File: config.mk
export PLATFORM = sky130hd
export DESIGN_NAME = multicycleControl
export DESIGN_NICKNAME = d
export VERILOG_FILES = /design/src/source/controlPkg.sv /design/src/source/instructionDecoder.sv /design/src/source/controlSequencer.sv /design/src/source/controlWordGenerator.sv /design/src/source/multicycleControl.sv
export VERILOG_INCLUDE_DIRS = /design/src /design/src/source
export SDC_FILE = /design/constraint.sdc
export NUM_CORES = 1
export LEC_CHECK = 0
export BUFFER_PORTS_ARGS = -buffer_cell sky130_fd_sc_hd__buf_2
export CAP_MARGIN = 20
export CORE_ASPECT_RATIO = 0.5
export CORE_MARGIN = 2
export CORE_UTILIZATION = 54
export CTS_CLUSTER_DIAMETER = 80
export CTS_CLUSTER_SIZE = 28
export DETAILED_ROUTE_END_ITERATION = 16
export PLACE_DENSITY_LB_ADDON = 0.08
export SLEW_MARGIN = 20
export SYNTH_ARGS = -nofsm -noshare
export SYNTH_HDL_FRONTEND = slang
export SYNTH_SLANG_ARGS = --single-unit
File: constraint.sdc
create_clock -name clock -period 2.5 [get_ports clock]
set_input_delay 0.375 -clock clock [delete_from_list [all_inputs] [get_ports clock]]
set_output_delay 0.375 -clock clock [all_outputs]
set_load 0.02 [all_outputs]
File: src/source/control_cfg.svh
`ifndef CONTROL_CFG_SVH
`define CONTROL_CFG_SVH

// ***************************************************************************
// Instruction field widths and state encoding width
// ***************************************************************************

`define OPCODE_WIDTH 6
`define FUNCT_WIDTH 6
`define STATE_WIDTH 7

// ***************************************************************************
// Opcode values
// ***************************************************************************

`define OP_RTYPE 6'h00 // Function field selects the operation.
`define OP_BEQ 6'h04
`define OP_BNE 6'h05
`define OP_BLE 6'h06
`define OP_BGT 6'h07
`define OP_ADDI 6'h08 // Traps on signed overflow.
`define OP_ADDIU 6'h09

// ***************************************************************************
// Function values for R-type instructions
// ***************************************************************************

`define FN_SLL 6'h00
`define FN_SRL 6'h02
`define FN_SRA 6'h03
`define FN_SLLV 6'h04
`define FN_SRAV 6'h07
`define FN_JR 6'h08
`define FN_ADD 6'h20
`define FN_SUB 6'h22
`define FN_AND 6'h24
`define FN_SLT 6'h2a

`endif

File: src/source/controlPkg.sv
`include "control_cfg.svh"

package controlPkg;

	// ***********************************************************************
	// Sequencer states and decoded instruction classes
	// ***********************************************************************

	typedef enum logic [`STATE_WIDTH-1:0] {
		stateReset = 7'd1,
		stateStart = 7'd2,
		stateWaitMemRead = 7'd3,
		stateDecode = 7'd4,
		stateAdd = 7'd5,
		stateWriteInReg = 7'd6,
		stateWait = 7'd7,
		stateAddi = 7'd8,
		stateWriteInRegAddi = 7'd9,
		stateWaitMemRead2 = 7'd10,
		stateAnd = 7'd11,
		stateSub = 7'd12,
		stateJr = 7'd16, // Codes 13 to 15 are unused.
		stateSll = 7'd17,
		stateSllWriteReg = 7'd18,
		stateSllv = 7'd19,
		stateSllvWriteReg = 7'd20,
		stateSra = 7'd21,
		stateSraOp = 7'd22,
		stateSraWriteReg = 7'd23,
		stateSllvOp = 7'd24,
		stateSllOp = 7'd25,
		stateSrav = 7'd26,
		stateSravOp = 7'd27,
		stateSravWriteReg = 7'd28,
		stateSrl = 7'd29,
		stateSrlOp = 7'd30,
		stateSrlWriteReg = 7'd31,
		stateSlt = 7'd32,
		stateOverflowExc = 7'd33,
		stateAddiu = 7'd34,
		stateBeq = 7'd35,
		stateBeqCompare = 7'd36,
		stateBne = 7'd37,
		stateBneCompare = 7'd38,
		stateBgt = 7'd39,
		stateBgtCompare = 7'd40,
		stateBle = 7'd41,
		stateBleCompare = 7'd42
	} stateType;

	typedef enum logic [4:0] {
		instUnknown, instAdd, instAnd, instSub, instSlt, instJr,
		instSll, instSrl, instSra, instSllv, instSrav,
		instAddi, instAddiu, instBeq, instBne, instBgt, instBle
	} instructionType;

	// ***********************************************************************
	// Datapath select and operation codes
	// ***********************************************************************

	typedef enum logic [1:0] {srcAPc = 2'd0, srcARegA = 2'd2} aluSrcAType;
	typedef enum logic [2:0] {
		srcBRegB = 3'd0, srcBFour = 3'd1, srcBSignImm = 3'd2, srcBBranchOffset = 3'd3
	} aluSrcBType;
	typedef enum logic [2:0] {
		pcSrcAluResult = 3'd0, pcSrcAluOut = 3'd1, pcSrcRegA = 3'd4
	} pcSourceType;
	typedef enum logic [2:0] {
		aluLoad = 3'd0, aluAdd = 3'd1, aluSub = 3'd2, aluAnd = 3'd3, aluCompare = 3'd7
	} aluOpType;
	typedef enum logic [3:0] {
		memToRegAluOut = 4'd0, memToRegShifter = 4'd4, memToRegLessThan = 4'd8
	} memToRegType;
	typedef enum logic [1:0] {
		regDstRt = 2'd0, regDstStackPointer = 2'd1, regDstRd = 2'd3
	} regDstType;
	typedef enum logic [2:0] {addrPc = 3'd0, addrExceptionVector = 3'd3} addressSourceType;
	typedef enum logic [2:0] {
		shiftIdle = 3'd0, shiftLoad = 3'd1, shiftLeft = 3'd2,
		shiftRightLogical = 3'd3, shiftRightArithmetic = 3'd4
	} shiftOpType;

	typedef struct packed {
		aluSrcAType aluSrcA;
		aluSrcBType aluSrcB;
		pcSourceType pcSource;
		aluOpType aluOp;
		logic pcWrite;
		logic irWrite;
		addressSourceType addressSource;
		memToRegType memToReg;
		logic writeRegA;
		logic writeRegB;
		logic aluOutWrite;
		regDstType regDst;
		logic regWrite;
		logic epcWrite;
		shiftOpType shiftControl;
		logic shiftSrc; // Shift input from B instead of A.
		logic shiftAmt; // Amount from shamt field instead of a register.
	} controlWordType;

	parameter controlWordType idleControl = '0; // Every code zero means inactive.

endpackage

File: src/source/instructionDecoder.sv
`timescale 1ns/1ns
`include "control_cfg.svh"

module instructionDecoder import controlPkg::*; (
	input logic [`OPCODE_WIDTH-1:0] opCode,
	input logic [`FUNCT_WIDTH-1:0] funct,
	output instructionType instruction
);

	instructionType rTypeInstruction;

	// Function field only matters for R-type opcodes.
	always_comb begin
		case (funct)
			`FN_ADD: rTypeInstruction = instAdd;
			`FN_AND: rTypeInstruction = instAnd;
			`FN_SUB: rTypeInstruction = instSub;
			`FN_SLT: rTypeInstruction = instSlt;
			`FN_JR: rTypeInstruction = instJr;
			`FN_SLL: rTypeInstruction = instSll;
			`FN_SRL: rTypeInstruction = instSrl;
			`FN_SRA: rTypeInstruction = instSra;
			`FN_SLLV: rTypeInstruction = instSllv;
			`FN_SRAV: rTypeInstruction = instSrav;
			default: rTypeInstruction = instUnknown;
		endcase
	end

	always_comb begin
		case (opCode)
			`OP_RTYPE: instruction = rTypeInstruction;
			`OP_ADDI: instruction = instAddi;
			`OP_ADDIU: instruction = instAddiu;
			`OP_BEQ: instruction = instBeq;
			`OP_BNE: instruction = instBne;
			`OP_BGT: instruction = instBgt;
			`OP_BLE: instruction = instBle;
			default: instruction = instUnknown; // Falls through to the wait state.
		endcase
	end

endmodule

File: src/source/controlSequencer.sv
`timescale 1ns/1ns

module controlSequencer import controlPkg::*; (
	input logic clock,
	input logic reset,
	input instructionType instruction,
	input logic overflow,
	output stateType state
);

	stateType nextState;

	always_ff @(posedge clock, posedge reset) begin
		if (reset) begin
			state <= stateReset;
		end else begin
			state <= nextState;
		end
	end

	// ***********************************************************************
	// Next-state logic
	// ***********************************************************************

	always_comb begin
		case (state)
			stateReset: nextState = stateStart;
			stateStart: nextState = stateWaitMemRead;
			stateWaitMemRead: nextState = stateWaitMemRead2;
			stateWaitMemRead2: nextState = stateDecode;
			stateDecode: begin
				case (instruction)
					instAdd: nextState = stateAdd;
					instAnd: nextState = stateAnd;
					instSub: nextState = stateSub;
					instSlt: nextState = stateSlt;
					instJr: nextState = stateJr;
					instSll: nextState = stateSll;
					instSrl: nextState = stateSrl;
					instSra: nextState = stateSra;
					instSllv: nextState = stateSllv;
					instSrav: nextState = stateSrav;
					instAddi: nextState = stateAddi;
					instAddiu: nextState = stateAddiu;
					instBeq: nextState = stateBeq;
					instBne: nextState = stateBne;
					instBgt: nextState = stateBgt;
					instBle: nextState = stateBle;
					default: nextState = stateWait; // Unknown writes nothing.
				endcase
			end

			stateAdd, stateAnd, stateSub: nextState = stateWriteInReg;

			stateSll: nextState = stateSllOp;
			stateSllOp: nextState = stateSllWriteReg;
			stateSrl: nextState = stateSrlOp;
			stateSrlOp: nextState = stateSrlWriteReg;
			stateSra: nextState = stateSraOp;
			stateSraOp: nextState = stateSraWriteReg;
			stateSllv: nextState = stateSllvOp;
			stateSllvOp: nextState = stateSllvWriteReg;
			stateSrav: nextState = stateSravOp;
			stateSravOp: nextState = stateSravWriteReg;

			// Only addi traps, addiu keeps the wrapped sum.
			stateAddi: nextState = overflow ? stateOverflowExc : stateWriteInRegAddi;
			stateAddiu: nextState = stateWriteInRegAddi;

			stateBeq: nextState = stateBeqCompare;
			stateBne: nextState = stateBneCompare;
			stateBgt: nextState = stateBgtCompare;
			stateBle: nextState = stateBleCompare;

			stateWait: nextState = stateStart;
			default: nextState = stateWait; // Write-back, compare, jr and slt end here.
		endcase
	end

endmodule

File: src/source/controlWordGenerator.sv
`timescale 1ns/1ns

module controlWordGenerator import controlPkg::*; (
	input stateType state,
	input logic equal,
	input logic greaterThan,
	output controlWordType control
);

	logic immediateShift;
	logic registerShift;

	// Shift states grouped by where the shift amount comes from.
	assign immediateShift = state inside {stateSll, stateSllOp, stateSllWriteReg,
		stateSrl, stateSrlOp, stateSrlWriteReg, stateSra, stateSraOp, stateSraWriteReg};
	assign registerShift = state inside {stateSllv, stateSllvOp, stateSllvWriteReg,
		stateSrav, stateSravOp, stateSravWriteReg};

	always_comb begin
		control = idleControl;
		case (state)
			// ***************************************************************
			// Initialisation and fetch
			// ***************************************************************
			stateReset: begin
				control.regDst = regDstStackPointer; // Stack pointer and EPC init.
				control.regWrite = 1'b1;
				control.epcWrite = 1'b1;
			end
			stateStart: begin
				control.aluSrcB = srcBFour; // PC + 4.
				control.aluOp = aluAdd;
				control.pcWrite = 1'b1;
			end
			stateWaitMemRead2: control.irWrite = 1'b1;
			stateDecode: begin
				control.writeRegA = 1'b1;
				control.writeRegB = 1'b1;
			end

			// ***************************************************************
			// R-type
			// ***************************************************************
			stateAdd, stateAnd, stateSub: begin
				control.aluSrcA = srcARegA;
				control.aluOutWrite = 1'b1;
				case (state)
					stateAnd: control.aluOp = aluAnd;
					stateSub: control.aluOp = aluSub;
					default: control.aluOp = aluAdd;
				endcase
			end
			stateWriteInReg: begin
				control.regDst = regDstRd;
				control.regWrite = 1'b1;
			end
			stateSlt: begin
				control.aluSrcA = srcARegA;
				control.aluOp = aluCompare;
				control.memToReg = memToRegLessThan; // Result taken straight from the ALU flag.
				control.writeRegA = 1'b1;
				control.writeRegB = 1'b1;
				control.regDst = regDstRd;
				control.regWrite = 1'b1;
			end
			stateJr: begin
				control.pcSource = pcSrcRegA;
				control.pcWrite = 1'b1;
				control.writeRegA = 1'b1;
			end

			stateSll, stateSrl, stateSra, stateSllv, stateSrav: begin
				control.shiftControl = shiftLoad;
				control.writeRegB = 1'b1;
			end
			stateSllOp, stateSllvOp: control.shiftControl = shiftLeft;
			stateSrlOp: control.shiftControl = shiftRightLogical;
			stateSraOp, stateSravOp: control.shiftControl = shiftRightArithmetic;
			stateSllWriteReg, stateSllvWriteReg, stateSrlWriteReg,
			stateSraWriteReg, stateSravWriteReg: begin
				control.memToReg = memToRegShifter;
				control.regDst = regDstRd;
				control.regWrite = 1'b1;
				case (state)
					stateSrlWriteReg: control.shiftControl = shiftRightLogical;
					stateSraWriteReg, stateSravWriteReg: control.shiftControl = shiftRightArithmetic;
					default: control.shiftControl = shiftLeft;
				endcase
			end

			// ***************************************************************
			// Immediates and branches
			// ***************************************************************
			stateAddi, stateAddiu: begin
				control.aluSrcA = srcARegA;
				control.aluSrcB = srcBSignImm;
				control.aluOp = aluAdd;
				control.aluOutWrite = 1'b1;
			end
			stateWriteInRegAddi: control.regWrite = 1'b1; // Destination is rt.
			stateOverflowExc: begin
				control.addressSource = addrExceptionVector;
				control.epcWrite = 1'b1;
			end
			stateBeq, stateBne, stateBgt, stateBle: begin
				control.aluSrcB = srcBBranchOffset; // Target lands in ALUOut.
				control.aluOp = aluAdd;
				control.aluOutWrite = 1'b1;
			end
			stateBeqCompare, stateBneCompare, stateBgtCompare, stateBleCompare: begin
				control.aluSrcA = srcARegA;
				control.pcSource = pcSrcAluOut;
				control.aluOp = aluCompare;
				control.writeRegA = 1'b1;
				control.writeRegB = 1'b1;
				case (state)
					stateBeqCompare: control.pcWrite = equal;
					stateBneCompare: control.pcWrite = !equal;
					stateBgtCompare: control.pcWrite = greaterThan;
					default: control.pcWrite = !greaterThan;
				endcase
			end
			default: control = idleControl; // Wait and the first memory wait.
		endcase

		if (immediateShift) begin
			control.shiftSrc = 1'b1;
			control.shiftAmt = 1'b1;
		end
		if (registerShift) begin
			control.writeRegA = 1'b1; // A holds the amount, keep both loaded.
			control.writeRegB = 1'b1;
		end
	end

endmodule

File: src/source/multicycleControl.sv
`timescale 1ns/1ns
`include "control_cfg.svh"

module multicycleControl import controlPkg::*; (
	input logic clock,
	input logic reset,
	input logic [`OPCODE_WIDTH-1:0] opCode,
	input logic [`FUNCT_WIDTH-1:0] funct,
	input logic overflow,
	input logic equal,
	input logic greaterThan,
	output aluSrcAType aluSrcA,
	output aluSrcBType aluSrcB,
	output pcSourceType pcSource,
	output aluOpType aluOp,
	output logic pcWrite,
	output logic irWrite,
	output addressSourceType addressSource,
	output memToRegType memToReg,
	output logic writeRegA,
	output logic writeRegB,
	output logic aluOutWrite,
	output regDstType regDst,
	output logic regWrite,
	output logic epcWrite,
	output shiftOpType shiftControl,
	output logic shiftSrc,
	output logic shiftAmt
);

	instructionType instruction;
	stateType state;
	controlWordType control;

	instructionDecoder instructionDecoder_i (
		.opCode(opCode),
		.funct(funct),
		.instruction(instruction)
	);

	controlSequencer controlSequencer_i (
		.clock(clock),
		.reset(reset),
		.instruction(instruction),
		.overflow(overflow),
		.state(state)
	);

	controlWordGenerator controlWordGenerator_i (
		.state(state),
		.equal(equal),
		.greaterThan(greaterThan),
		.control(control)
	);

	// Control word out to the datapath.
	assign aluSrcA = control.aluSrcA;
	assign aluSrcB = control.aluSrcB;
	assign pcSource = control.pcSource;
	assign aluOp = control.aluOp;
	assign pcWrite = control.pcWrite;
	assign irWrite = control.irWrite;
	assign addressSource = control.addressSource;
	assign memToReg = control.memToReg;
	assign writeRegA = control.writeRegA;
	assign writeRegB = control.writeRegB;
	assign aluOutWrite = control.aluOutWrite;
	assign regDst = control.regDst;
	assign regWrite = control.regWrite;
	assign epcWrite = control.epcWrite;
	assign shiftControl = control.shiftControl;
	assign shiftSrc = control.shiftSrc;
	assign shiftAmt = control.shiftAmt;

endmodule

==> results.txt, run 1 <==
----------------------------------------------------
[Drt]
  Vias per cell ... 6.218
  Number of DRC markers after the initial detailed-route iteration ... 235
  Number of remaining DRC errors ... 0
  Average detailed-routed wire length per instance ... 14.57 µm
  Post-route antenna net violation count ... 0
  Iteration count of the initial detailed-routing pass ... 5
  Vias ... 2363
  Post-Route WL ... 5.536 mm

[GRT]
  GRT Residual Overflow ... 0
  Wire length of the first global-routing pass ... 9.025 mm
  Antenna violations before repair ... 0
  GR Util All Layers ... 28.62%
  Pin count of the biggest net entering global routing ... 25
  Via count of the first global-routing pass ... 2068

[Critical path]
  Data arrival time of the critical path ... 2.46 ns
  Cell with the largest stage delay on the worst path ... a211o_1
  Largest delay share family, worst path ... compound AO/OA/AOI/OAI gates
  Startpoint types ... input pin
  Largest stage delay on the critical path ... 0.32 ns
  Maximum fanout along the worst path ... 7
  List of cells traversed by the critical path ... buf_2, or2_0, or3_1, a211o_1, a21oi_4, inv_4, ha_1, a21oi_1, inv_1, o41ai_2
  Timing endpoint of the critical path ... controlSequencer_i.state[2]$_DFF_PP0_
  Critical Path RT ... 2.60 ns
  Critical Path End Type ... register
  FF-to-FF End ... controlSequencer_i.state[2]$_DFF_PP0_
  Critical Setup Path Class ... in2reg
  First element of the critical path ... opCode[0]
  Reg2reg path depth ... 7
  Buf+Inv Stages, Crit Path ... 3
  Crit Reg-Reg Startpoint ... controlSequencer_i.state[1]$_DFF_PP0_
  Slack of the worst reg-to-reg path ... 0.43 ns
  Number of logic stages on the critical path including buffering ... 10

[Clock network]
  Number of buffers added by the clock tree synthesis step ... 3
  Number of buffers on the longest clock path ... 2
  Hold-fix buffers, CTS ... 0
  H-tree level count ... 1
  Clock Tree Root ... clkbuf_8
  Later-pin clock latency in the skew report ... 0.22 ns
  CTS tree ... built
  Post-CTS setup-driven buffer insertion count ... 0
  Post-CTS clock slew at the launch and capture registers of the worst setup and hold paths ... 0.04 ns
  Clock Sinks ... 6
  Resized cells post-CTS ... 0

[Floorplan]
  Die extent in x ... 86.71 µm
  Die Area ... 0.003932 mm²
  Standard cell core area ... 0.003136 mm²
  Starting utilization of the core area ... 58.90%
  DIE HEIGHT ... 45.35 µm
  Total number of placement rows ... 14
  IO Count ... 49

[Layout]
  Largest registers ranked by flip-flop count ... controlSequencer_i.state x6
  Number of filler cells placed in the layout ... 294
  Nets@finish ... 361
  Total inserted antenna cells ... 0
  Number of flip-flops under the largest register name ... 6
  Fraction of final layout cells with drive strength greater than 1 ... 23.24%
  Largest register by flop count ... controlSequencer_i.state
  Area delta synth->final ... 17.55%

[Placement]
  Routability Congestion ... 0.8979
  HPWL Detailed ... 4.208 mm
  Port bufs ... 42

[Pwr]
  Max IR drop VDD ... 0.0003208 V
  Sum of internal, switching and leakage power ... 1913 µW
  Static power due to leakage ... 0.0009316 µW
  Power density over cell area ... 881.1 mW/mm²

[Timing]
  Final count of negative-setup-slack endpoints ... 0
  Max Clock Freq ... 0.4249 GHz
  Setup repair after global routing missed its margin ... no
  Final-layout setup total negative slack ... 0 ns
  Final Slew Violations ... 0
  Worst slew slack as a fraction of its limit ... 57.27%
  Count of endpoints failing hold in the final timing report ... 0
  Final cycle utilization of the critical path ... 94.14%
  Final Critical Period ... 2.353 ns
  Worst-Margin Slew ... 0.6395 ns
  Worst setup skew after layout ... 0.003813 ns

[Synth]
  Post-synth ARST share ... 100.0%
  Top cell type's share of synthesized area ... 8.672%
  Synthesized area divided by synthesized cell count ... 6.135 µm²
  Synthesis Warnings ... 0
  Post-synthesis cell type with the largest combined area ... a21oi_1
  Share of the yosys chip area belonging to registers ... 8.198%
  Cell area after synthesis ... 0.001847 mm²
  Post-synth EDFFs ... 0
  Library cell with the highest instance count after synthesis ... nor2_1
  Dominant synthesized flop cell ... dfrtp_1
  Cells after synthesis ... 301
  Synth top cells by count ... nor2_1, nand2_1, a21oi_1, o21ai_0, clkbuf_1
  Count of unique library cells instantiated by Yosys ... 65
  Cell types occupying the most area after synthesis ... a21oi_1, nor2_1, nand2_1
  Number of synthesized register bits ... 6

[Min path]
  Worst Hold Class ... in2async

[Status]
  Run status ... complete, no violations

[Run]
  Max_cap viols ... 0

----------------------------------------------------
-- routing by layer --
| metal | part of all wire (%) | global-route usage, % | wire (µm) | vias up |
|---|---|---|---|---|
| li1 | - | - | - | 1159 |
| met1 | 46 | 38.66 | 2560 | 1072 |
| met2 | 46 | 50.62 | 2526 | 128 |
| met3 | 7.4 | 1.097 | 408 | 4 |
| met4 | 0.74 | 9.375 | 41 | 0 |
| met5 | 0 | 0 | 0 | - |
-- cell families after synthesis --
kind of cell	count (synthesis)	synth area share, %
and+or+nand+nor	143	38.14
AOI/OAI and AO/OA	101	37.87
buffers and inverters	41	10.37
DFF	6	8.198
adders and majority gates	3	2.033
xor gates and xnor gates	3	1.423
muxes	3	1.761
other	1	0.2031
-- stage by stage --
stage | setup slack (ns) | area (µm²) | hold slack, ns | utilization [%] | instances
finish | 0.1466 | 2171 | 0.05902 | 69.23 | 380
global route | 0.02170 | 2171 | 0.08143 | 69.23 | 380
CTS | 0.1335 | 2166 | 0.06983 | 69.07 | 380
detailed placement | -0.05542 | 2121 | 0.2977 | 67.64 | 376
global placement | 0.03607 | 2121 | 0.2905 | 67.64 | 376
floorplan | 0.01944 | 1866 | 0.1652 | - | 306
-- power by group --
part	internal, µW	switching [µW]
Combinational	577	930
Clock	110	42.4
Sequential	140	114
Total	827	1090
-- placed cells by master, fill, tap and decap left out, drive strengths merged, types with 5 or more instances in the layout --
| cell type | instances |
|---|---|
| dfrtp | 5 |
| nor2 | 41 |
| conb | 6 |
| nand2b | 13 |
| nand2 | 34 |
| o21ai | 23 |
| a31oi | 7 |
| buf | 62 |
| nor3 | 12 |
| nand3 | 10 |
| inv | 9 |
| a21oi | 34 |
| nor2b | 10 |
-- worst reg2reg max path, delay by kind of cell, from the launching register on --
family / cells / cell delay, ns
DFF: 1 / 0.45
AOI/OAI and AO/OA: 2 / 0.55
buffers and inverters: 3 / 0.53
and+or+nand+nor: 2 / 0.43
-- worst min-delay path by stage --
stage / startpoint / endpoint / slack (ns)
after floorplan: reset / controlSequencer_i.state[1]$_DFF_PP0_ / 0.17
after global placement: reset / controlSequencer_i.state[2]$_DFF_PP0_ / 0.29
after detailed placement: reset / controlSequencer_i.state[1]$_DFF_PP0_ / 0.30
after CTS: reset / controlSequencer_i.state[1]$_DFF_PP0_ / 0.07
after global routing: reset / controlSequencer_i.state[4]$_DFF_PP0_ / 0.08
final: reset / controlSequencer_i.state[1]$_DFF_PP0_ / 0.06
-- final cells by class --
class | instances | area, µm² | area share, %
tap | 40 | 50.05 | 2.305
multi-input combinational | 259 | 1523 | 70.14
sequential | 6 | 156.4 | 7.205
inverter | 9 | 36.28 | 1.671
clock buffer | 4 | 45.04 | 2.075
timing repair buffer | 62 | 360.3 | 16.60
No activity file was read; power rests on OpenSTA's default activity.
==> run 2, diff against run 1 <==
- CORE_UTILIZATION: 54 -> 51
==> run 2 against run 1 <==
Against the previous run:
- first-iteration DRC count is 25% higher
- die area is 5.5% higher
- combinational power hardly changed
- critical path depth is 5 lower
- fmax is 0.24% lower
- largest cell class unchanged
==> results.txt, run 2 (synthesis results as in run 1) <==
----------------------------------------------------
[Status]
  Run status ... complete, no violations

[Critical path]
  Cell with the largest stage delay on the worst path ... dfrtp_1
  Buf+Inv Stages, Crit Path ... 1
  Critical Path End Type ... output port
  FF-to-FF End ... controlSequencer_i.state[2]$_DFF_PP0_
  Data arrival time of the critical path ... 1.98 ns
  Critical Setup Path Class ... reg2out
  Crit Reg-Reg Startpoint ... controlSequencer_i.state[2]$_DFF_PP0_
  Largest delay share family, worst path ... flip-flops
  Startpoint types ... register
  Reg2reg path depth ... 6
  First element of the critical path ... controlSequencer_i.state[2]$_DFF_PP0_
  Slack of the worst reg-to-reg path ... 0.35 ns
  Timing endpoint of the critical path ... regDst[1]
  List of cells traversed by the critical path ... nor2_1, a32oi_1, o22a_1, o22ai_1, buf_2
  Number of logic stages on the critical path including buffering ... 5
  Critical Path RT ... 2.12 ns
  Largest stage delay on the critical path ... 0.60 ns
  Maximum fanout along the worst path ... 20

[Clock network]
  Post-CTS setup-driven buffer insertion count ... 0
  Post-CTS clock slew at the launch and capture registers of the worst setup and hold paths ... 0.04 ns
  Number of buffers added by the clock tree synthesis step ... 3
  H-tree level count ... 1
  CTS tree ... built
  Hold-fix buffers, CTS ... 0
  Clock Tree Root ... clkbuf_8
  Clock Sinks ... 6
  Later-pin clock latency in the skew report ... 0.22 ns
  Number of buffers on the longest clock path ... 2

[GRT]
  Wire length of the first global-routing pass ... 9.087 mm
  Via count of the first global-routing pass ... 1988
  GR Util All Layers ... 27.85%
  GR Layer Usage met3 ... 1.254%
  Pin count of the biggest net entering global routing ... 24
  GR peak layer ... met2
  Routing usage on met1 ... 37.59%
  Global Route met2 Usage ... 47.85%
  GRT Residual Overflow ... 0
  Antenna violations before repair ... 0

[Placement]
  HPWL Detailed ... 4.266 mm
  Routability Congestion ... 0.8981
  Port bufs ... 42

[Floorplan]
  DIE HEIGHT ... 46.55 µm
  Die extent in x ... 89.10 µm
  Die Area ... 0.004148 mm²
  Standard cell core area ... 0.003453 mm²
  Starting utilization of the core area ... 53.48%
  Total number of placement rows ... 15
  IO Count ... 49

[Layout]
  Total inserted antenna cells ... 0
  Number of filler cells placed in the layout ... 331
  Final core utilization ... 63.66%
  Largest register by flop count ... controlSequencer_i.state
  Fraction of final layout cells with drive strength greater than 1 ... 23.39%
  Area delta synth->final ... 19.04%
  Most common cell after layout, fill and taps aside ... buf_2
  Number of flip-flops under the largest register name ... 6
  Largest registers ranked by flip-flop count ... controlSequencer_i.state x6
  Top library cells by usage in the layout, fill and taps aside ... buf_2, nor2_1, nand2_1, a21oi_1, buf_4
  Nets@finish ... 363

[Timing]
  Final Slew Violations ... 0
  Worst setup skew after layout ... 0.003820 ns
  Max Clock Freq ... 0.4239 GHz
  Worst slew slack as a fraction of its limit ... 57.90%
  Final cycle utilization of the critical path ... 94.37%
  Count of endpoints failing hold in the final timing report ... 0
  Worst-Margin Slew ... 0.6315 ns
  Final count of negative-setup-slack endpoints ... 0
  Final Critical Period ... 2.359 ns
  Setup repair after global routing missed its margin ... yes

[Drt]
  Vias per cell ... 6.013
  Number of DRC markers after the initial detailed-route iteration ... 293
  Post-Route WL ... 5.597 mm
  Post-route antenna net violation count ... 0
  Number of remaining DRC errors ... 0
  Vias ... 2363
  Iteration count of the initial detailed-routing pass ... 6
  Average detailed-routed wire length per instance ... 14.24 µm

[Pwr]
  Power density over cell area ... 867.0 mW/mm²
  Static power due to leakage ... 0.0009427 µW
  Max IR drop VDD ... 0.0002890 V
  Sum of internal, switching and leakage power ... 1906 µW

[Run]
  Max_cap viols ... 0

[Min path]
  Worst Hold Class ... in2async

----------------------------------------------------
-- run 2: how the worst min path moves through the flow --
stage          cells after the start                                    end  slack [ns]  start
2_1_floorplan                      1  controlSequencer_i.state[1]$_DFF_PP0_        0.17  reset
3_3_place_gp                       2  controlSequencer_i.state[1]$_DFF_PP0_        0.29  reset
3_5_place_dp                       2  controlSequencer_i.state[1]$_DFF_PP0_        0.30  reset
4_1_cts                            2  controlSequencer_i.state[1]$_DFF_PP0_        0.06  reset
5_1_grt                            2  controlSequencer_i.state[1]$_DFF_PP0_        0.08  reset
6_report                           2  controlSequencer_i.state[1]$_DFF_PP0_        0.06  reset
-- run 2: worst reg2reg max path, delay by kind of cell, from the launching register on --
kind / cells / cell delay, ns
buf+inv: 2 / 0.35
simple gates: 2 / 0.44
compound gates: 2 / 0.53
flops: 1 / 0.73
-- run 2: per-layer routing --
layer / routed length, µm / vias up
li1: - / 1162
met5: 0 / -
met3: 364 / 14
met2: 2639 / 113
met4: 76 / 0
met1: 2515 / 1074
-- run 2: what timing repair did --
| action | 4_1_cts | 5_1_grt |
|---|---|---|
| endpoints found under the hold margin | 0 | 0 |
| resized for setup | 0 | 1 |
| setup endpoints to repair | 0 | 2 |
-- run 2: where the power goes --
| part | switching (µW) | internal [µW] |
|---|---|---|
| Sequential | 138 | 139 |
| Clock | 41.5 | 110 |
| Combinational | 894 | 585 |
| Total | 1070 | 833 |
-- run 2: area by class of cell --
type / count / area, µm² / share of cell area (%)
Clock buffer: 4 / 45.04 / 2.049
Inverter: 9 / 36.28 / 1.651
Multi-Input combinational cell: 259 / 1523 / 69.27
Sequential cell: 6 / 155.1 / 7.057
Tap cell: 51 / 63.81 / 2.903
Timing Repair Buffer: 64 / 375.4 / 17.07
-- run 2: per-stage QoR --
step | TNS, ns | hold slack [ns] | instance area [µm²] | setup WS (ns) | instances
after CTS | 0 | 0.06347 | 2195 | 0.1113 | 393
after global routing | -0.001212 | 0.08154 | 2198 | -0.001212 | 393
after floorplan | 0 | 0.1652 | 1866 | 0.01944 | 306
after global placement | 0 | 0.2911 | 2150 | 0.06413 | 389
final | 0 | 0.05782 | 2198 | 0.1408 | 393
after detailed placement | 0 | 0.2974 | 2150 | 0.006106 | 389
